$ cat src/busMapPkg.sv
// CPU-side address map and request format of the data bus.
// The bridges classify byte addresses with these windows.
// Reference items by scoped name, e.g. busMapPkg::cpuReqT.

`default_nettype none

package busMapPkg;

    // Data memory byte window, end exclusive
    localparam logic [31:0] DataStart = 32'h0000_0000;
    localparam logic [31:0] DataEnd = 32'h0000_3000;

    // Timer windows, three registers each
    localparam logic [31:0] Timer0Start = 32'h0000_7F00;
    localparam logic [31:0] Timer0End = 32'h0000_7F0C;
    localparam logic [31:0] Timer1Start = 32'h0000_7F10;
    localparam logic [31:0] Timer1End = 32'h0000_7F1C;

    // Decoded target of a request
    typedef enum logic [1:0] {
        regionNone,
        regionData,
        regionTimer0,
        regionTimer1
    } regionE;

    // One request from the CPU data port
    typedef struct packed {
        logic [31:0] pc;
        logic [31:0] addr;
        logic [31:0] wData;
        logic [3:0] we;
    } cpuReqT;

    // Half-open window test on a byte address
    function automatic logic inWindow(
        input logic [31:0] addr,
        input logic [31:0] startAddr,
        input logic [31:0] endAddr
    );
        return (addr >= startAddr) && (addr < endAddr);
    endfunction

endpackage

`default_nettype wire

$ cat src/devicePkg.sv
// Device-side request format and the countdown timer register layout.
// Shared by the south bridge, the timers and the bound assertions.
// Reference items by scoped name, e.g. devicePkg::devReqT.

`default_nettype none

package devicePkg;

    // Request from a bridge to a device, word addressed
    typedef struct packed {
        logic [29:0] addr;
        logic [31:0] wData;
        logic we;
    } devReqT;

    // Word offset inside a timer window
    typedef enum logic [1:0] {
        regCtrl = 2'd0,
        regPreset = 2'd1,
        regCount = 2'd2
    } timerRegE;

    // One-shot stops at zero and holds its interrupt;
    // reload restarts from preset and pulses it
    typedef enum logic [1:0] {
        modeOneShot = 2'd0,
        modeReload = 2'd1
    } timerModeE;

    // Control word, bits above 3 read as zero
    typedef struct packed {
        logic irqMask;
        timerModeE mode;
        logic enable;
    } timerCtrlT;

    // Timer FSM
    typedef enum logic [1:0] {
        idle,
        load,
        counting,
        expired
    } timerStateE;

endpackage

`default_nettype wire

$ cat src/northBridge.sv
// CPU-side bridge of the data bus.
// Sends data-window traffic to the data memory and timer traffic to the
// south bridge, then returns the matching read data in the same cycle.

`timescale 1ns/100ps
`default_nettype none

module northBridge (
    input busMapPkg::cpuReqT cpuReq,
    output logic [31:0] rData,
    // Data memory side
    output busMapPkg::cpuReqT dmReq,
    input logic [31:0] dmRData,
    // South bridge side
    output devicePkg::devReqT sbReq,
    input logic [31:0] sbRData
);

    busMapPkg::regionE region;
    logic inDevice;

    // Address classification
    always_comb begin
        if (busMapPkg::inWindow(cpuReq.addr, busMapPkg::DataStart, busMapPkg::DataEnd)) begin
            region = busMapPkg::regionData;
        end else if (busMapPkg::inWindow(cpuReq.addr, busMapPkg::Timer0Start,
                                         busMapPkg::Timer0End)) begin
            region = busMapPkg::regionTimer0;
        end else if (busMapPkg::inWindow(cpuReq.addr, busMapPkg::Timer1Start,
                                         busMapPkg::Timer1End)) begin
            region = busMapPkg::regionTimer1;
        end else begin
            region = busMapPkg::regionNone;
        end
    end

    // Either timer; the south bridge picks which one
    assign inDevice = (region == busMapPkg::regionTimer0) ||
                      (region == busMapPkg::regionTimer1);

    // Byte enables pass only inside the data window
    assign dmReq.pc = cpuReq.pc;
    assign dmReq.addr = cpuReq.addr;
    assign dmReq.wData = cpuReq.wData;
    assign dmReq.we = (region == busMapPkg::regionData) ? cpuReq.we : 4'b0000;

    // Devices take full-word writes only
    assign sbReq.addr = cpuReq.addr[31:2];
    assign sbReq.wData = cpuReq.wData;
    assign sbReq.we = inDevice && (&cpuReq.we);

    always_comb begin
        case (region)
            busMapPkg::regionData: rData = dmRData;
            busMapPkg::regionTimer0,
            busMapPkg::regionTimer1: rData = sbRData;
            default: rData = '0;
        endcase
    end

endmodule

`default_nettype wire

$ cat config.mk
export PLATFORM = sky130hd
export DESIGN_NAME = northBridge
export DESIGN_NICKNAME = d
export VERILOG_FILES = /design/src/busMapPkg.sv /design/src/devicePkg.sv /design/src/northBridge.sv
export SDC_FILE = /design/constraint.sdc
export NUM_CORES = 1
export LEC_CHECK = 0
export BUFFER_PORTS_ARGS = -buffer_cell sky130_fd_sc_hd__buf_2
export CORE_AREA = 2 2 139 141
export DETAILED_ROUTE_END_ITERATION = 12
export DIE_AREA = 0 0 141 143
export PLACE_DENSITY = 0.44
export SYNTH_ARGS = -nofsm -noshare
export SYNTH_HDL_FRONTEND = slang
export SYNTH_SLANG_ARGS = --single-unit
export TNS_END_PERCENT = 30
$ cat constraint.sdc
create_clock -name vclk -period 3.4
set_input_delay 0.68 -clock vclk [all_inputs]
set_output_delay 0.68 -clock vclk [all_outputs]
set_load 0.05 [all_outputs]
==> results.sh <==
export IMPL_cts_hold_buffers=0
export IMPL_wire_per_inst_um=12.56
export IMPL_core_mm2=0.01858
export IMPL_finalSetupTns_ps=0
export IMPL_worstPathCellList="buf_2, nor4_4, nand4_1, or4_2, buf_12, nor3_1, clkbuf_4"
export IMPL_fp_dieW_um=141
export IMPL_vdd_drop_max_mv=0.04616
export IMPL_synth_area_leaders="buf_4 67%, a22oi_1 14%, nor2_1 7.5%, buf_6 1.9%, a2111oi_4 1.6%"
export IMPL_ant_nets=0
export IMPL_setup_viol_count_final=0
export IMPL_cp_top_family="simple AND/OR/NAND/NOR gates"
export IMPL_outcome="complete, no violations"
export IMPL_path_buf_inv=3
export IMPL_netlist_area_mm2=0.001762
export IMPL_first_pass_iters=4
export IMPL_dp_cells=516
export IMPL_ys_warnings_count=0
export IMPL_max_stage_delay_ps=620
export IMPL_finalCriticalPeriod_ps=3257
export IMPL_finalCritPeriodShare=0.9581
export IMPL_post_route_drc_count=0
export IMPL_ys_seq_area_frac=0
export IMPL_initial_core_util=0.09481
export IMPL_syn_to_final_growth_pct=6.960
export IMPL_io_pins=359
export IMPL_p_int_mw=0.08090
export IMPL_p_clk_frac=0
export IMPL_crit_arrival_ps=2580
export IMPL_design_area_mm2=0.001884
export IMPL_netlist_cell_type_count=18
export IMPL_rsz0062_at_grt="false"
export IMPL_grt_pass1_vias=1379
export IMPL_final_util=0.1014
export IMPL_place_gp_congestion=0.7301
export IMPL_avgSynthCellArea_um2=6.936
export IMPL_regArea_um2=0
export IMPL_p_seq_frac=0
export IMPL_vias_per_cell=3.163
export IMPL_required_ps=2720
export IMPL_syn_nets=418
export IMPL_switching_power_mw=0.1926
export IMPL_track_usage=0.05412
export IMPL_cap_violations=0
export IMPL_min_path_type="in -> out"
export IMPL_nets=448
export IMPL_holdWs_ps=1360
export IMPL_dpl_cell_area_mm2=0.001852
export IMPL_antenna_found_initial=1
export IMPL_slew_viol_final=0
export IMPL_worstMarginPinSlew_ps=453.2
export IMPL_grt_pass1_wl_um=8362
export IMPL_crit_path_start_kind="primary input"
export IMPL_p_leak_nw=0.9382
export IMPL_crit_path_end_kind="output port"
export IMPL_clock_buffers=0
export IMPL_routed_wirelength_um=6479
export IMPL_die_area_mm2=0.02016
export IMPL_nFlopsAndLatches=0
export IMPL_grt_overflow=0
export IMPL_power_density_mw_per_mm2=145.1
export IMPL_p_sw_frac=0.7042
export IMPL_relSlewSlack=0.6979
export IMPL_die_h_um=143
export IMPL_row_count=50
export IMPL_grt_max_degree=34
export IMPL_layoutNonFillerInstCount=516
export IMPL_cts_setup_buffers=0
export IMPL_path_max_fanout=33
export IMPL_synth_top_area_frac=0.6733
export IMPL_path_class="in -> out"
export IMPL_vias=1632
export IMPL_port_buffers=192
export IMPL_dpl_hpwl_um=5631
export IMPL_antenna_cells=0
export IMPL_finalHoldViolCount=0
export IMPL_synth_cells=254
export IMPL_cpMaxStageDelayCell="or4_2"
export IMPL_yosysTopAreaCell="buf_4"
export IMPL_share_comb_of_total_power=1.000
export IMPL_first_iter_violations=56
export IMPL_clock_fmax_mhz=307.0
export IMPL_drive_gt1_frac=0.7199
## cell families after synthesis
| kind of cell | share of synthesized area |
|---|---|
| buf+inv | 0.7166 |
| simple gates | 0.1286 |
| compound gates | 0.1548 |
## path summary, 6_finish.rpt
path	cells after the start	to	start
setup / recovery	7	sbReq[0]	cpuReq[59]
hold / removal	0	dmReq[34]	cpuReq[34]
## through the flow
step	power, mW	worst slack (ps)
after floorplan	0.5271	22.29
after global placement	0.2724	-197.0
after detailed placement	0.2725	-238.9
after CTS	0.2757	35.21
after global routing	0.2870	40.16
final	0.2735	142.6
## layout by cell type (no fill, tap or decap), types with 2 or more instances in the layout
cell,netlist,final
a22oi_1,32,32
buf_12,0,4
buf_2,1,190
nand2_1,5,5
nand4_1,2,2
nor2_1,35,35
nor2_2,2,2
nor4_4,0,2
## power by group through the flow
stage / logic (mW) / clock network [mW] / registers (mW)
2_1_floorplan: 0.527 / 0 / 0
3_3_place_gp: 0.272 / 0 / 0
3_5_place_dp: 0.273 / 0 / 0
4_1_cts: 0.276 / 0 / 0
5_1_grt: 0.287 / 0 / 0
6_report: 0.274 / 0 / 0
## cell usage after synthesis, types with 2 or more instances
| library cell | number |
|---|---|
| nor2_2 | 2 |
| nor2_1 | 35 |
| buf_6 | 3 |
| a22oi_1 | 32 |
| buf_4 | 158 |
| clkbuf_1 | 5 |
| nor4_1 | 3 |
| nand2_1 | 5 |
| nand4_1 | 2 |
## cell type report
| type | instances | area (um2) |
|---|---|---|
| fillers | 2159 | 16700 |
| repair buffers | 196 | 1046 |
| multi-input cells | 85 | 541.8 |
| well taps | 234 | 292.8 |
| inverters | 1 | 3.754 |
## layer usage
metal,vias to the layer above,global-route usage,part of all wire
li1,736,-,-
met1,682,0.05303,0.34
met5,-,0,0.0020
met2,186,0.09653,0.48
met4,2,0.01579,0.027
met3,26,0.03219,0.15
## repair_timing
item                                    in CTS  in global routing
endpoints found under the setup margin      37                  1
gates resized for setup                      3                  2
pin swaps                                    0                  0
Note: power is estimated with default switching activity, not from simulation.
