**config.mk**
```make
export PLATFORM = sky130hd
export DESIGN_NAME = countTimer
export DESIGN_NICKNAME = d
export VERILOG_FILES = /design/src/devicePkg.sv /design/src/countTimer.sv
export SDC_FILE = /design/constraint.sdc
export NUM_CORES = 1
export LEC_CHECK = 0
export BUFFER_PORTS_ARGS = -buffer_cell sky130_fd_sc_hd__clkbuf_2
export CAP_MARGIN = 25
export CORE_MARGIN = 2
export CORE_UTILIZATION = 54
export CTS_CLUSTER_DIAMETER = 150
export DETAILED_ROUTE_END_ITERATION = 8
export GPL_ROUTABILITY_DRIVEN = 0
export PLACE_DENSITY = 0.91
export SYNTH_ARGS = -nofsm -noshare
export SYNTH_HDL_FRONTEND = slang
export SYNTH_SLANG_ARGS = --single-unit
```
**constraint.sdc**
```tcl
create_clock -name clk -period 2.36 [get_ports clk]
set_input_delay 0.472 -clock clk [delete_from_list [all_inputs] [get_ports clk]]
set_output_delay 0.472 -clock clk [all_outputs]
set_load 0.005 [all_outputs]
```
**src/devicePkg.sv**
```systemverilog
// Device-side request format and the countdown timer register layout.
// Shared by the south bridge, the timers and the bound assertions.
// Reference items by scoped name, e.g. devicePkg::devReqT.

`default_nettype none

package devicePkg;

    // Request from a bridge to a device, word addressed
    typedef struct packed {
        logic [29:0] addr;
        logic [31:0] wData;
        logic we;
    } devReqT;

    // Word offset inside a timer window
    typedef enum logic [1:0] {
        regCtrl = 2'd0,
        regPreset = 2'd1,
        regCount = 2'd2
    } timerRegE;

    // One-shot stops at zero and holds its interrupt;
    // reload restarts from preset and pulses it
    typedef enum logic [1:0] {
        modeOneShot = 2'd0,
        modeReload = 2'd1
    } timerModeE;

    // Control word, bits above 3 read as zero
    typedef struct packed {
        logic irqMask;
        timerModeE mode;
        logic enable;
    } timerCtrlT;

    // Timer FSM
    typedef enum logic [1:0] {
        idle,
        load,
        counting,
        expired
    } timerStateE;

endpackage

`default_nettype wire

```
**src/countTimer.sv**
```systemverilog
// Programmable countdown timer on the device bus.
// Registers: ctrl at offset 0, preset at 1, count at 2 (read only).
// A ctrl write with enable set loads preset and starts the countdown;
// irq follows irqMask while the FSM is in expired.

`timescale 1ns/100ps
`default_nettype none

module countTimer (
    input logic clk,
    input logic reset,
    input devicePkg::devReqT req,
    output logic [31:0] rData,
    output logic irq
);

    localparam int CtrlBits = $bits(devicePkg::timerCtrlT);

    devicePkg::timerCtrlT ctrl;
    devicePkg::timerCtrlT ctrlNew;
    devicePkg::timerStateE state;
    devicePkg::timerRegE regSel;
    logic [31:0] preset;
    logic [31:0] count;
    logic wrCtrl;
    logic wrPreset;
    logic isReload;

    assign regSel = devicePkg::timerRegE'(req.addr[1:0]);
    assign wrCtrl = req.we && (regSel == devicePkg::regCtrl);
    assign wrPreset = req.we && (regSel == devicePkg::regPreset);
    assign ctrlNew = devicePkg::timerCtrlT'(req.wData[CtrlBits-1:0]);
    assign isReload = (ctrl.mode == devicePkg::modeReload);

    always_ff @(posedge clk) begin
        if (reset) begin
            ctrl <= '0;
            preset <= '0;
            count <= '0;
            state <= devicePkg::idle;
        end else begin
            if (wrPreset) begin
                preset <= req.wData;
            end

            if (wrCtrl) begin
                // Any ctrl write restarts the FSM
                ctrl <= ctrlNew;
                state <= ctrlNew.enable ? devicePkg::load : devicePkg::idle;
            end else begin
                case (state)
                    devicePkg::load: begin
                        // Zero preset keeps the timer parked
                        if (preset == '0) begin
                            state <= devicePkg::idle;
                        end else begin
                            count <= preset;
                            state <= devicePkg::counting;
                        end
                    end
                    devicePkg::counting: begin
                        count <= count - 32'd1;
                        if (count == 32'd1) begin
                            state <= devicePkg::expired;
                            if (!isReload) begin
                                ctrl.enable <= 1'b0;
                            end
                        end
                    end
                    devicePkg::expired: begin
                        // One-shot holds here until the next ctrl write
                        if (isReload) begin
                            if (preset == '0) begin
                                state <= devicePkg::idle;
                            end else begin
                                count <= preset;
                                state <= devicePkg::counting;
                            end
                        end
                    end
                    default: begin
                        state <= devicePkg::idle;
                    end
                endcase
            end
        end
    end

    always_comb begin
        case (regSel)
            devicePkg::regCtrl: rData = {{(32 - CtrlBits){1'b0}}, ctrl};
            devicePkg::regPreset: rData = preset;
            devicePkg::regCount: rData = count;
            default: rData = '0;
        endcase
    end

    assign irq = ctrl.irqMask && (state == devicePkg::expired);

endmodule

`default_nettype wire

```
==> impl_metrics.csv <==
group,metric,value,unit
synthesis,synth_top_flop_cell,"dfxtp_1",
sta,fin_worst_skew,0.0141,ns
worst_setup_path,cp_cell_sequence,"nor4_1 > and4_2 > buf_4 > nand4_1 > a211o_1 > a21oi_1",
clock_network,cts_setup_buffers,0,
synthesis,synth-seq-cells,70,
clock_network,cts_tree,"built",
synthesis,async_flop_share,0,%
sta,setup-violations-final,0,
routing,routedWlPerCell,18.6,um
floorplan,num_io_pins,98,
floorplan,die_h,91.8,um
routing,drt-total-wl,13.3,mm
synthesis,synth-edff-count,0,
sta,finalSetupTns,0,ns
global_routing,antenna_found_initial,0,
worst_setup_path,max_stage_delay,0.64,ns
placement,dp_hpwl,8.94,mm
global_routing,use_met3,8.46,%
sta,setup_ws,0.111,ns
sta,finalHoldViolations,0,
worst_setup_path,crit_type,"reg2reg",
finish,diodes,0,
sta,period_needed,2.25,ns
global_routing,grt_max_degree,33,
floorplan,rows,32,
synthesis,netlist-cell-type-count,62,
synthesis,mappedNetlistArea,0.00417,mm2
placement,pre_cts_ws,0.152,ns
routing,antenna_left,0,
floorplan,start_util,54.8,%
placement,io_buffers,69,
synthesis,mappedNetlistNets,616,
finish,final_util,64.1,%
floorplan,die_area,0.00843,mm2
global_routing,met1_usage,40.6,%
synthesis,yosys_warnings,0,
sta,final_max_slew_viol_count,0,
worst_hold_path,hold_path_class,"in2reg",
sta,rsz0062_at_grt,"no",
finish,area_growth,17.0,%
worst_setup_path,cp.arrival,2.54,ns
routing,via_per_inst,6.73,
synthesis,synth-seq-area-share,33.6,%
clock_network,h-tree-depth,3,
synthesis,avgSynthCellArea,7.59,um2
floorplan,core_area,0.00761,mm2
pwr,ir_drop,410,uV
routing,drtPass1Iterations,6,
sta,fmax,0.445,GHz
global_routing,first_global_vias,4516,
pwr,p_leak,1.84,nW
run,max-cap-violations,0,
global_routing,grtUsageMet2,48.5,%
clock_network,numCtsBuffers,9,
routing,num_vias,4832,
routing,drc,0,
synthesis,synthCells,549,
clock_network,insertion_delay,0.36,ns
clock_network,clockRootBuffer,"clkbuf_8",
pwr,total_power,3.44,mW
global_routing,grt_pass1_wl,21.5,mm
worst_setup_path,worstSetupStartpointType,"flip-flop",
worst_setup_path,cp_max_fo,11,
sta,slew_headroom,49.8,%
finish,drive_above_1_share,22.7,%
routing,first_iter_violations,797,
sta,holdWs,0.329,ns
floorplan,die_x,91.8,um
sta,fin_crit_sh,95.3,%
global_routing,busiest_layer,"met2",
sta,tightest_slew,0.752,ns
clock_network,clkTransAtPathRegs,0.08,ns
global_routing,overflow,0,
worst_setup_path,end_kind,"flip-flop",
worst_setup_path,crit_slowest_cell,"nor4_1",
pwr,power_density,707,mW/mm2
status,status,"finished, final reports clean",
clock_network,cts.sinks,70,
global_routing,track_usage,31.4,%
clock_network,max-clock-path-buffers,2,
finish,fin_nets,678,
worst_setup_path,worstPathRequired,2.65,ns
[kinds of logic (layout without fill, tap and decap cells)]
kind of cell,after synthesis,count (layout),share of synthesized area (%)
AND/OR/NAND/NOR,235,235,27.7
multiplexers,4,4,0.961
flip-flops,70,70,33.6
buffers and inverters,58,125,7.24
adder cells (fa/ha/maj),2,2,0.601
AO/OA/AOI/OAI,180,180,29.9
[through the flow]
step / instances / area [um2]
floorplan: 549 / 4170
CTS: 718 / 4870
global placement: 701 / 4640
finish: 718 / 4870
detailed placement: 702 / 4650
global route: 718 / 4870
[layer usage]
layer / routed length (um) / part of all wire, % / vias to the layer above
li1: - / - / 2173
met1: 5080 / 38 / 2189
met2: 6010 / 45 / 388
met3: 1660 / 12 / 82
met4: 586 / 4.4 / 0
met5: 0 / 0 / -
[Yosys cell counts (2+ instances only)]
| library cell | count | area (um2) |
|---|---|---|
| mux2i_1 | 4 | 40.0 |
| and3_2 | 2 | 15.0 |
| a41oi_1 | 3 | 26.3 |
| a22o_1 | 29 | 254 |
| or3_1 | 2 | 12.5 |
| clkbuf_8 | 5 | 68.8 |
| or4_1 | 2 | 15.0 |
| a211o_1 | 4 | 35.0 |
| nor4_1 | 14 | 87.6 |
| nor3_1 | 17 | 85.1 |
| nor2_1 | 30 | 113 |
| buf_4 | 2 | 15.0 |
| nand4_1 | 10 | 62.6 |
| a2111oi_0 | 2 | 17.5 |
| nor3b_1 | 4 | 30.0 |
| o41ai_1 | 3 | 26.3 |
| and3_1 | 4 | 25.0 |
| dfxtp_1 | 70 | 1400 |
| a32o_1 | 5 | 50.1 |
| nor2b_1 | 5 | 31.3 |
| a211oi_1 | 3 | 22.5 |
| o31a_1 | 4 | 35.0 |
| a31oi_1 | 8 | 50.1 |
| a31o_2 | 2 | 17.5 |
| buf_2 | 8 | 40.0 |
| inv_1 | 4 | 15.0 |
| o211ai_1 | 2 | 15.0 |
| o32ai_1 | 12 | 105 |
| o31ai_1 | 17 | 128 |
| and4_1 | 4 | 35.0 |
| nand2_1 | 109 | 409 |
| o21ai_0 | 10 | 50.1 |
| nand3_1 | 15 | 75.1 |
| clkbuf_1 | 35 | 131 |
| nor4_2 | 2 | 25.0 |
| ha_1 | 2 | 25.0 |
| a21oi_1 | 68 | 340 |
| and4_2 | 2 | 20.0 |
| o21a_1 | 2 | 15.0 |
[repair_timing]
item | CTS | global route
hold buffers | 0 | 0
gates resized for setup | 0 | 2
endpoints found under the setup margin | 0 | 9
[worst max-delay path, delay by kind of cell, from the launching register on]
kind	cells	cell delay, ns
DFF	1	0.39
AOI/OAI and AO/OA	2	0.42
and+or+nand+nor	3	1.17
buffers and inverters	1	0.21
[state kept, by name, indices dropped and copies added (netlist names)]
register and count:
count 32, preset 32, state 2, ctrl 4
[where the power goes]
group / internal [mW] / switching, mW
Clock: 0.603 / 0.512
Combinational: 0.372 / 0.649
Sequential: 1.23 / 0.0768
Total: 2.21 / 1.24
[cell type report]
type | count | area [um2]
tap | 102 | 128
fill | 630 | 2730
clock inverter | 6 | 93.8
inverter | 5 | 18.8
timing repair buffer | 104 | 624
sequential | 70 | 1400
clock buffer | 10 | 128
multi-input combinational | 421 | 2480
[layout by cell type (no fill, tap or decap), types with 3 or more instances in the layout]
cell type / Yosys / layout
a21oi_1: 68 / 68
clkbuf_8: 5 / 9
a32o_1: 5 / 5
and4_2: 2 / 3
inv_1: 4 / 4
a211oi_1: 3 / 3
o31a_1: 4 / 4
a41oi_1: 3 / 3
nor3b_1: 4 / 3
nor2_1: 30 / 30
nor3_1: 17 / 17
o32ai_1: 12 / 12
a211o_1: 4 / 4
nor4_1: 14 / 14
nand4_1: 10 / 10
o31ai_1: 17 / 17
nand2_1: 109 / 109
mux2i_1: 4 / 4
o21ai_0: 10 / 10
buf_4: 2 / 33
nand3_1: 15 / 15
dfxtp_1: 70 / 70
o41ai_1: 3 / 3
a31oi_1: 8 / 8
a22o_1: 29 / 29
and4_1: 4 / 3
clkbuf_2: 0 / 69
and3_1: 4 / 4
nor2b_1: 5 / 3
[path summary, 6_finish.rpt]
check                                           start                       to  slack (ns)  cells after the start
worst max register to register  count[5]$_SDFFE_PP0P_   count[28]$_SDFFE_PP0P_        0.11                      6
worst max-delay path            count[5]$_SDFFE_PP0P_   count[28]$_SDFFE_PP0P_        0.11                      6
worst min-delay path                          req[19]  preset[18]$_SDFFE_PP0P_        0.33                      3
worst min register to register   ctrl[2]$_SDFFE_PP0P_     ctrl[2]$_SDFFE_PP0P_        0.49                      2
No activity file was read; power rests on OpenSTA's default activity.
