`src/busMapPkg.sv`:
```
// CPU-side address map and request format of the data bus.
// The bridges classify byte addresses with these windows.
// Reference items by scoped name, e.g. busMapPkg::cpuReqT.

`default_nettype none

package busMapPkg;

    // Data memory byte window, end exclusive
    localparam logic [31:0] DataStart = 32'h0000_0000;
    localparam logic [31:0] DataEnd = 32'h0000_3000;

    // Timer windows, three registers each
    localparam logic [31:0] Timer0Start = 32'h0000_7F00;
    localparam logic [31:0] Timer0End = 32'h0000_7F0C;
    localparam logic [31:0] Timer1Start = 32'h0000_7F10;
    localparam logic [31:0] Timer1End = 32'h0000_7F1C;

    // Decoded target of a request
    typedef enum logic [1:0] {
        regionNone,
        regionData,
        regionTimer0,
        regionTimer1
    } regionE;

    // One request from the CPU data port
    typedef struct packed {
        logic [31:0] pc;
        logic [31:0] addr;
        logic [31:0] wData;
        logic [3:0] we;
    } cpuReqT;

    // Half-open window test on a byte address
    function automatic logic inWindow(
        input logic [31:0] addr,
        input logic [31:0] startAddr,
        input logic [31:0] endAddr
    );
        return (addr >= startAddr) && (addr < endAddr);
    endfunction

endpackage

`default_nettype wire

```
`src/devicePkg.sv`:
```
// Device-side request format and the countdown timer register layout.
// Shared by the south bridge, the timers and the bound assertions.
// Reference items by scoped name, e.g. devicePkg::devReqT.

`default_nettype none

package devicePkg;

    // Request from a bridge to a device, word addressed
    typedef struct packed {
        logic [29:0] addr;
        logic [31:0] wData;
        logic we;
    } devReqT;

    // Word offset inside a timer window
    typedef enum logic [1:0] {
        regCtrl = 2'd0,
        regPreset = 2'd1,
        regCount = 2'd2
    } timerRegE;

    // One-shot stops at zero and holds its interrupt;
    // reload restarts from preset and pulses it
    typedef enum logic [1:0] {
        modeOneShot = 2'd0,
        modeReload = 2'd1
    } timerModeE;

    // Control word, bits above 3 read as zero
    typedef struct packed {
        logic irqMask;
        timerModeE mode;
        logic enable;
    } timerCtrlT;

    // Timer FSM
    typedef enum logic [1:0] {
        idle,
        load,
        counting,
        expired
    } timerStateE;

endpackage

`default_nettype wire

```
`src/southBridge.sv`:
```
// Device-side bridge of the data bus.
// Splits south bridge traffic between the two timers, returns the read
// data of the addressed timer and builds the hardware interrupt vector.

`timescale 1ns/100ps
`default_nettype none

module southBridge (
    input devicePkg::devReqT sbReq,
    output logic [31:0] rData,
    // Timer side
    output devicePkg::devReqT timer0Req,
    output devicePkg::devReqT timer1Req,
    input logic [31:0] timer0RData,
    input logic [31:0] timer1RData,
    // Interrupt sources
    input logic timer0Irq,
    input logic timer1Irq,
    input logic extInt,
    output logic [7:2] hwInt
);

    busMapPkg::regionE region;
    logic [31:0] byteAddr;

    // Windows are kept in bytes
    assign byteAddr = {sbReq.addr, 2'b00};

    always_comb begin
        if (busMapPkg::inWindow(byteAddr, busMapPkg::Timer0Start, busMapPkg::Timer0End)) begin
            region = busMapPkg::regionTimer0;
        end else if (busMapPkg::inWindow(byteAddr, busMapPkg::Timer1Start,
                                         busMapPkg::Timer1End)) begin
            region = busMapPkg::regionTimer1;
        end else begin
            region = busMapPkg::regionNone;
        end
    end

    // Address and data go to both timers, the strobe to one
    assign timer0Req.addr = sbReq.addr;
    assign timer0Req.wData = sbReq.wData;
    assign timer0Req.we = sbReq.we && (region == busMapPkg::regionTimer0);

    assign timer1Req.addr = sbReq.addr;
    assign timer1Req.wData = sbReq.wData;
    assign timer1Req.we = sbReq.we && (region == busMapPkg::regionTimer1);

    always_comb begin
        case (region)
            busMapPkg::regionTimer0: rData = timer0RData;
            busMapPkg::regionTimer1: rData = timer1RData;
            default: rData = '0;
        endcase
    end

    // Bits 7:5 have no source
    assign hwInt = {3'b000, extInt, timer1Irq, timer0Irq};

endmodule

`default_nettype wire

```
`config.mk`:
```
export PLATFORM = sky130hd
export DESIGN_NAME = southBridge
export DESIGN_NICKNAME = d
export VERILOG_FILES = /design/src/busMapPkg.sv /design/src/devicePkg.sv /design/src/southBridge.sv
export SDC_FILE = /design/constraint.sdc
export NUM_CORES = 1
export LEC_CHECK = 0
export BUFFER_PORTS_ARGS = -buffer_cell sky130_fd_sc_hd__buf_2
export CAP_MARGIN = 20
export CORE_AREA = 2 2 116 118
export DETAILED_ROUTE_END_ITERATION = 8
export DIE_AREA = 0 0 118 120
export SLEW_MARGIN = 20
export SYNTH_ARGS = -nofsm -noshare
export SYNTH_HDL_FRONTEND = slang
export SYNTH_SLANG_ARGS = --single-unit
```
`constraint.sdc`:
```
create_clock -name vclk -period 1.1
set_input_delay 0.165 -clock vclk [all_inputs]
set_output_delay 0.165 -clock vclk [all_outputs]
set_load 0.03 [all_outputs]
```
==> results.txt, run 1 <==
Syn_area_per_cell: 8.59 um^2
Largest net degree at the start of global routing: 24
Seq pwr share: 0
Setup violators final: 34
Grt total ovfl: 0
Failing checks: negative setup slack
Critical path arrival: 1390 ps
Post-synthesis mux area share: 0.170
Number of global-route vias before repair: 1,526
Post-Synth Adder-Cell Area: 0
FF+latch count: 0
Number of synthesis warnings: 0
Routed len/inst: 11.0 um
Maximum clock rate: 644 MHz
Dominant cells by area after synthesis: buf_4, mux2i_1, nor3_2
Starting density of the core: 0.145
Share of layout cells above drive strength 1: 0.869
Gpl congestion: 0.662
Syn Inst Count: 219
Die area: 0.0142 mm^2
Worst hold path class: in2out
Setup Fix Bufs, Post-CTS: 0
Core area: 0.0130 mm^2
Cell Area, Placed: 0.00250 mm^2
Register area: 0 um^2
Synth Cell Area: 0.00188 mm^2
CP startpoint kind: primary input
Leakage: 1.57 nW
Die width: 118 um
Max Cap Viol: 0
Setup crit end kind: primary output
Vias/cell: 3.36
Switching Share: 0.589
Largest area contributor in the netlist: buf_4
Final worst path period share: 1.41
DRT iter0 DRCs: 33
Port bufs: 189
P_int: 0.000351 W
Worst path slowest cell: nor4b_4
Fin. max-slew vios: 0
DRT Pass-1 Iters: 4
Hold Violations, Final: 0
Power per cell area: 311 mW/mm^2
Share of total power in combinational logic: 1.000
Hold EP: timer0Req[13]
Worst-path fanout max: 17
Antenna fix cells: 0
Post-route cell area: 0.00275 mm^2
RSZ-0062 raised after global routing: yes
Status: complete, but fails checks
Dpl cells: 473
Clk pwr share: 0
Hold path start: sbReq[13]
Num ports: 294
Largest family of logic cells by synthesized area: buffers and inverters
Worst stage delay on the critical path: 310 ps
Final #Nets: 429
Compound-Gate Fraction of Synth Area: 0
Global Route Usage Sum: 0.0652
HPWL after detailed placement: 4550 um
Pre-CTS WS: -525 ps
CP required: 940 ps
Worst setup margin: -453 ps
Initial antenna violation count: 0
Sequential-to-total area share from yosys stat: 0
Switching power: 0.000504 W
Critical-path cell list: buf_2, nor4b_4, nand4_4, buf_12, nor4_4, buf_6
Hold path cells: 0
Synth top area share: 0.519
Post-route minimum period: 1550 ps
Die Y-Extent: 120 um
First-pass GRT wire length: 7790 um
Non-filler cells, final: 473
Clock buffers: 0
Post-Synth Simple-Gate Area: 0.260
Core Util, Final: 0.212
Total power: 0.000855 W
Standard-cell rows: 42
Max VDD drop: 0.000143 V
Syn-to-layout area delta: 46.2%
DR DRC count: 0
Setup Crit Path Kind: in2out
DR vias: 1,589
Synth unique cells: 15
Antenna viol nets, final: 0
XOR/XNOR Fraction of Synth Area: 0
Routed wire length: 5220 um
-- critical path, delay by kind of cell --
| kind | cells | cell delay, ps |
|---|---|---|
| buffers and inverters | 3 | 500 |
| AND/OR/NAND/NOR | 3 | 710 |
-- through the flow --
step                      hold WS (ps)  TNS, ps
after floorplan                    462   -10590
after global placement             330   -16720
after detailed placement           330   -16990
after CTS                          330   -14710
after global routing               330   -16380
final                              330   -14290
-- metal layers --
| metal | wire [um] | up-vias | track usage | share of wire |
|---|---|---|---|---|
| met5 | 0 | - | 0 | 0 |
| met2 | 2810 | 126 | 0.126 | 0.54 |
| met1 | 1840 | 693 | 0.0738 | 0.35 |
| met3 | 509 | 7 | 0.0147 | 0.097 |
| li1 | - | 763 | - | - |
| met4 | 61 | 0 | 0.00904 | 0.012 |
-- synthesized netlist by cell type --
master      n
nand2_1     2
nor3_1      4
mux2i_1    32
nor4_1      1
nor4b_4     2
inv_1       1
buf_2       4
nand4_4     2
conb_1      1
nor3_2     30
buf_4     130
and4b_1     1
nor4_4      2
and4bb_2    1
buf_6       6
-- power by group through the flow --
stage	combinational, W	clock, W	sequential (W)
2_1_floorplan	0.00106	0	0
3_3_place_gp	0.000843	0	0
4_1_cts	0.000861	0	0
3_5_place_dp	0.000848	0	0
5_1_grt	0.000908	0	0
6_report	0.000855	0	0
-- area by class of cell --
class,instances,area [um^2]
Fill cell,1470,10200
Inverter,1,3.75
Multi-Input combinational cell,80,1040
Timing Repair Buffer,216,1480
Tap cell,176,220
-- repair_timing --
| action | in CTS | in global routing |
|---|---|---|
| cloned | 0 | 0 |
| hold buffers | 0 | 0 |
| setup endpoints to repair | 34 | 34 |
| resized for setup | 73 | 5 |
-- cells by family after synthesis --
| kind of cell | after synthesis |
|---|---|
| and+or+nand+nor | 45 |
| muxes | 32 |
| other | 1 |
| buffers and inverters | 141 |
-- how the worst max path moves through the flow --
stage	cells after the start	endpoint	slack, ps	startpoint
3_5_place_dp	6	timer0Req[0]	-530	sbReq[57]
2_1_floorplan	4	rData[11]	-320	sbReq[37]
4_1_cts	6	timer0Req[0]	-470	sbReq[57]
5_1_grt	6	timer0Req[0]	-520	sbReq[57]
3_3_place_gp	6	timer0Req[0]	-530	sbReq[57]
6_report	6	timer0Req[0]	-450	sbReq[37]
-- layout by cell type (no fill, tap or decap) --
master	Yosys	routed
buf_2	4	149
buf_6	6	35
mux2i_1	32	32
nor3_4	0	30
buf_4	130	23
buf_12	0	7
nor3_2	30	4
nor4_4	2	3
conb_1	1	3
nand2_1	2	2
nor4b_4	2	2
nand4_4	2	2
buf_8	0	2
and4b_1	1	1
and4bb_2	1	1
inv_1	1	1
Note: power is estimated with default switching activity, not from simulation.
==> run 2, diff against run 1 <==
- CORE_AREA: 2 2 116 118 -> 2 2 113 115
- DIE_AREA: 0 0 118 120 -> 0 0 115 117
- PLACE_DENSITY_LB_ADDON: default -> 0.1
- clock period: 1.1 -> 1.57 ns (I/O delays scaled with it)
==> run 2 against run 1 <==
Against the previous run:
- the flow still finishes with violations (negative setup slack)
- wire length rose by 18%
- global-route usage rose by 0.22 points
- non-clock buffer count rose by 8
- cell count fell by 3.8%
- largest power group unchanged
==> results.txt, run 2 (synthesis gave the netlist of run 1 again) <==
Fin. max-slew vios: 0
Critical path arrival: 1520 ps
Initial antenna violation count: 0
Routed wire length: 6150 um
Dpl cells: 448
Worst setup margin: -188 ps
Starting density of the core: 0.153
HPWL after detailed placement: 4630 um
Die width: 115 um
Final #Nets: 437
Worst stage delay on the critical path: 340 ps
Setup violators final: 34
CP required: 1330 ps
Leakage: 1.65 nW
Final worst path period share: 1.12
Critical-path cell list: buf_8, nor4b_4, nand4_4, buf_12, clkbuf_16, nor3_4, buf_6
Pre-CTS WS: -279 ps
Non-filler cells, final: 455
Vias/cell: 3.58
Global Route Usage Sum: 0.0674
Die area: 0.0135 mm^2
Port bufs: 189
Number of global-route vias before repair: 1,497
Max VDD drop: 0.000117 V
Register area: 0 um^2
Hold path cells: 0
Failing checks: negative setup slack
Leading cell type in the layout, fill and taps excluded: buf_2
Fillers: 1,351
Post-route minimum period: 1760 ps
Power per cell area: 206 mW/mm^2
DR vias: 1,631
DR DRC count: 0
Largest net degree at the start of global routing: 32
Maximum clock rate: 569 MHz
Share of layout cells above drive strength 1: 0.872
DRT Pass-1 Iters: 2
Hold EP: hwInt[4]
Grt total ovfl: 0
Die Y-Extent: 117 um
Clock buffers: 0
FF+latch count: 0
Worst path slowest cell: nor4b_4
Hold Violations, Final: 0
Setup crit end kind: primary output
Most frequent cells in the layout: buf_2, buf_6, mux2i_1, nor3_4, buf_4
CTS Hold Buffers Added: 0
Max Cap Viol: 0
Num ports: 294
CP startpoint kind: primary input
Hold path start: extInt
Post-route cell area: 0.00287 mm^2
Worst hold path class: in2out
Worst-path fanout max: 9
Gpl congestion: 0.644
Syn-to-layout area delta: 52.7%
Core area: 0.0123 mm^2
DRT iter0 DRCs: 15
RSZ-0062 raised after global routing: yes
Cell Area, Placed: 0.00241 mm^2
Standard-cell rows: 41
Antenna viol nets, final: 0
Routed len/inst: 13.5 um
Antenna fix cells: 0
Setup Crit Path Kind: in2out
First-pass GRT wire length: 7350 um
Status: complete, but fails checks
[run 2: changes by cell type in the layout (fill, tap and decap cells not counted), sizes merged]
cell    previous run  this run
buf              216       219
clkbuf             0         5
[run 2: cell type report]
type | instances | area (um^2) | area share
Timing Repair Buffer | 224 | 1620 | 0.566
Multi-Input combinational cell | 80 | 1060 | 0.368
Tap cell | 150 | 188 | 0.0654
Inverter | 1 | 3.75 | 0.00131
[run 2: repair_timing]
action	in CTS	in global routing
gates cloned	0	6
resized for setup	63	25
setup buffers	0	1
pin swaps	1	19
endpoints found under the setup margin	34	34
[run 2: worst max-delay path by stage]
stage	start	endpoint	slack, ps	cells past startpoint
floorplan	sbReq[37]	rData[13]	-120	3
global placement	sbReq[37]	rData[13]	-290	6
detailed placement	sbReq[37]	rData[13]	-280	6
CTS	sbReq[58]	timer0Req[0]	-220	6
global route	sbReq[38]	rData[26]	-240	7
finish	sbReq[38]	rData[19]	-190	7
[run 2: worst max-delay path: cells and delay by family]
family,cells,cell delay (ps)
buffers and inverters,4,610
AND/OR/NAND/NOR,3,670
[run 2: metrics by stage]
| step | total power [W] | utilization | setup TNS [ps] | hold slack [ps] |
|---|---|---|---|---|
| floorplan | 0.000740 | - | -404 | 602 |
| global placement | 0.000585 | 0.196 | -7020 | 471 |
| detailed placement | 0.000582 | 0.196 | -7060 | 471 |
| CTS | 0.000588 | 0.212 | -4760 | 471 |
| global route | 0.000628 | 0.233 | -7410 | 471 |
| finish | 0.000590 | 0.233 | -4930 | 471 |
[run 2: per-layer routing]
layer,up-vias,share of wire,track usage
li1,780,-,-
met3,19,0.080,0.00824
met4,0,0.0081,0.0104
met5,-,0,0
met1,723,0.35,0.0682
met2,109,0.56,0.146
[run 2: where the power goes]
part           internal, W  total, W  switching [W]
clock network            0         0              0
logic             0.000237  0.000590       0.000353
registers                0         0              0
==> run 3, diff against run 2 <==
- clock period: 1.57 -> 1.66 ns (I/O delays scaled with it)
==> run 3 against run 2 <==
Against the previous run:
- the run still ends with negative setup slack left
- total power shrank 11%
- wire length down 12%
- global-route usage decreased by 0.19 points
- largest cell class unchanged
- highest routed layer unchanged
- combinational power fell by 11%
==> results.txt, run 3 (synthesis gave the netlist of run 1 again) <==
Clock buffers: 0
Post-route minimum period: 1750 ps
Register area: 0 um^2
Final worst path period share: 1.05
Global Route Usage Sum: 0.0654
DRT Pass-1 Iters: 2
Failing checks: negative setup slack
Number of global-route vias before repair: 1,342
Fin. max-slew vios: 0
Switching Share: 0.591
Final #Nets: 429
Starting density of the core: 0.153
Hold Violations, Final: 0
CP startpoint kind: primary input
CP required: 1410 ps
Setup Crit Path Kind: in2out
Grt total ovfl: 0
Antenna viol nets, final: 0
DR vias: 1,540
Power per cell area: 220 mW/mm^2
Seq pwr share: 0
Dpl cells: 444
CP delay by family, top: simple AND/OR/NAND/NOR gates
Share of layout cells above drive strength 1: 0.865
Most frequent cells in the layout: buf_2, buf_4, mux2i_1, nor3_2, buf_6
Standard-cell rows: 41
Syn-to-layout area delta: 26.5%
Largest net degree at the start of global routing: 32
Non-filler cells, final: 447
Max Cap Viol: 0
Switching power: 0.000309 W
Port bufs: 189
Die width: 115 um
Critical-path cell list: buf_6, nor4b_4, nand4_4, buf_12, nor3_2, buf_4
Maximum clock rate: 571 MHz
Worst hold slack: 498 ps
Gpl congestion: 0.658
Initial antenna violation count: 0
HPWL after detailed placement: 4700 um
Die area: 0.0135 mm^2
Worst hold path class: in2out
CP startpoint: sbReq[37]
Routed len/inst: 12.1 um
Total Negative Setup Slacks: -1760 ps
Routed wire length: 5420 um
Worst setup margin: -90.5 ps
RSZ-0062 raised after global routing: yes
DRT iter0 DRCs: 15
Worst stage delay on the critical path: 330 ps
P_int: 0.000214 W
Die Y-Extent: 117 um
CP bufs+invs: 3
Clk pwr share: 0
Setup crit end kind: primary output
Hold path start: sbReq[22]
Num ports: 294
Vias/cell: 3.45
Core area: 0.0123 mm^2
Antenna fix cells: 0
Leakage: 1.25 nW
CTS Hold Buffers Added: 0
First-pass GRT wire length: 7080 um
Share of total power in combinational logic: 1.000
Leading cell type in the layout, fill and taps excluded: buf_2
Worst-path fanout max: 27
Setup violators final: 33
Status: complete, but fails checks
Fillers: 1,380
DR DRC count: 0
FF+latch count: 0
Critical path arrival: 1500 ps
Worst path slowest cell: nor4b_4
Core Util, Final: 0.193
Max VDD drop: 0.000106 V
[run 3: power by group through the flow]
stage	registers (W)	logic, W	clock network [W]
finish	0	0.000523	0
CTS	0	0.000524	0
floorplan	0	0.000680	0
detailed placement	0	0.000520	0
global route	0	0.000556	0
global placement	0	0.000523	0
[run 3: path summary, 6_finish.rpt]
| kind | to | slack, ps | cells past startpoint |
|---|---|---|---|
| worst min-delay path | timer0Req[22] | 500 | 0 |
| worst max-delay path | rData[9] | -90 | 6 |
[run 3: per-layer routing]
layer	vias to the layer above	GRT usage	routed length, um
met5	-	0	0
met4	0	0.00964	51
met3	13	0.00669	452
met2	95	0.135	3050
met1	675	0.0726	1860
li1	757	-	-
[run 3: per-stage QoR]
stage          power [W]  setup WS, ps  cell area, um^2
6_report        0.000523         -90.5             2380
3_5_place_dp    0.000520          -178             2180
5_1_grt         0.000556          -156             2380
3_3_place_gp    0.000523          -159             2180
4_1_cts         0.000524          -120             2300
2_1_floorplan   0.000680         -60.9             1890
[run 3: what timing repair did]
action	in CTS	in global routing
endpoints found under the setup margin	34	34
buffers inserted	1	2
pin swaps	2	2
resized for setup	40	14
hold endpoints to repair	0	0
[run 3: layout make-up]
class                      count  area (um^2)  area share
timing repair buffer         216         1320       0.557
tap                          150          188      0.0789
multi-input combinational     80          863       0.363
inverter                       1         3.75     0.00158
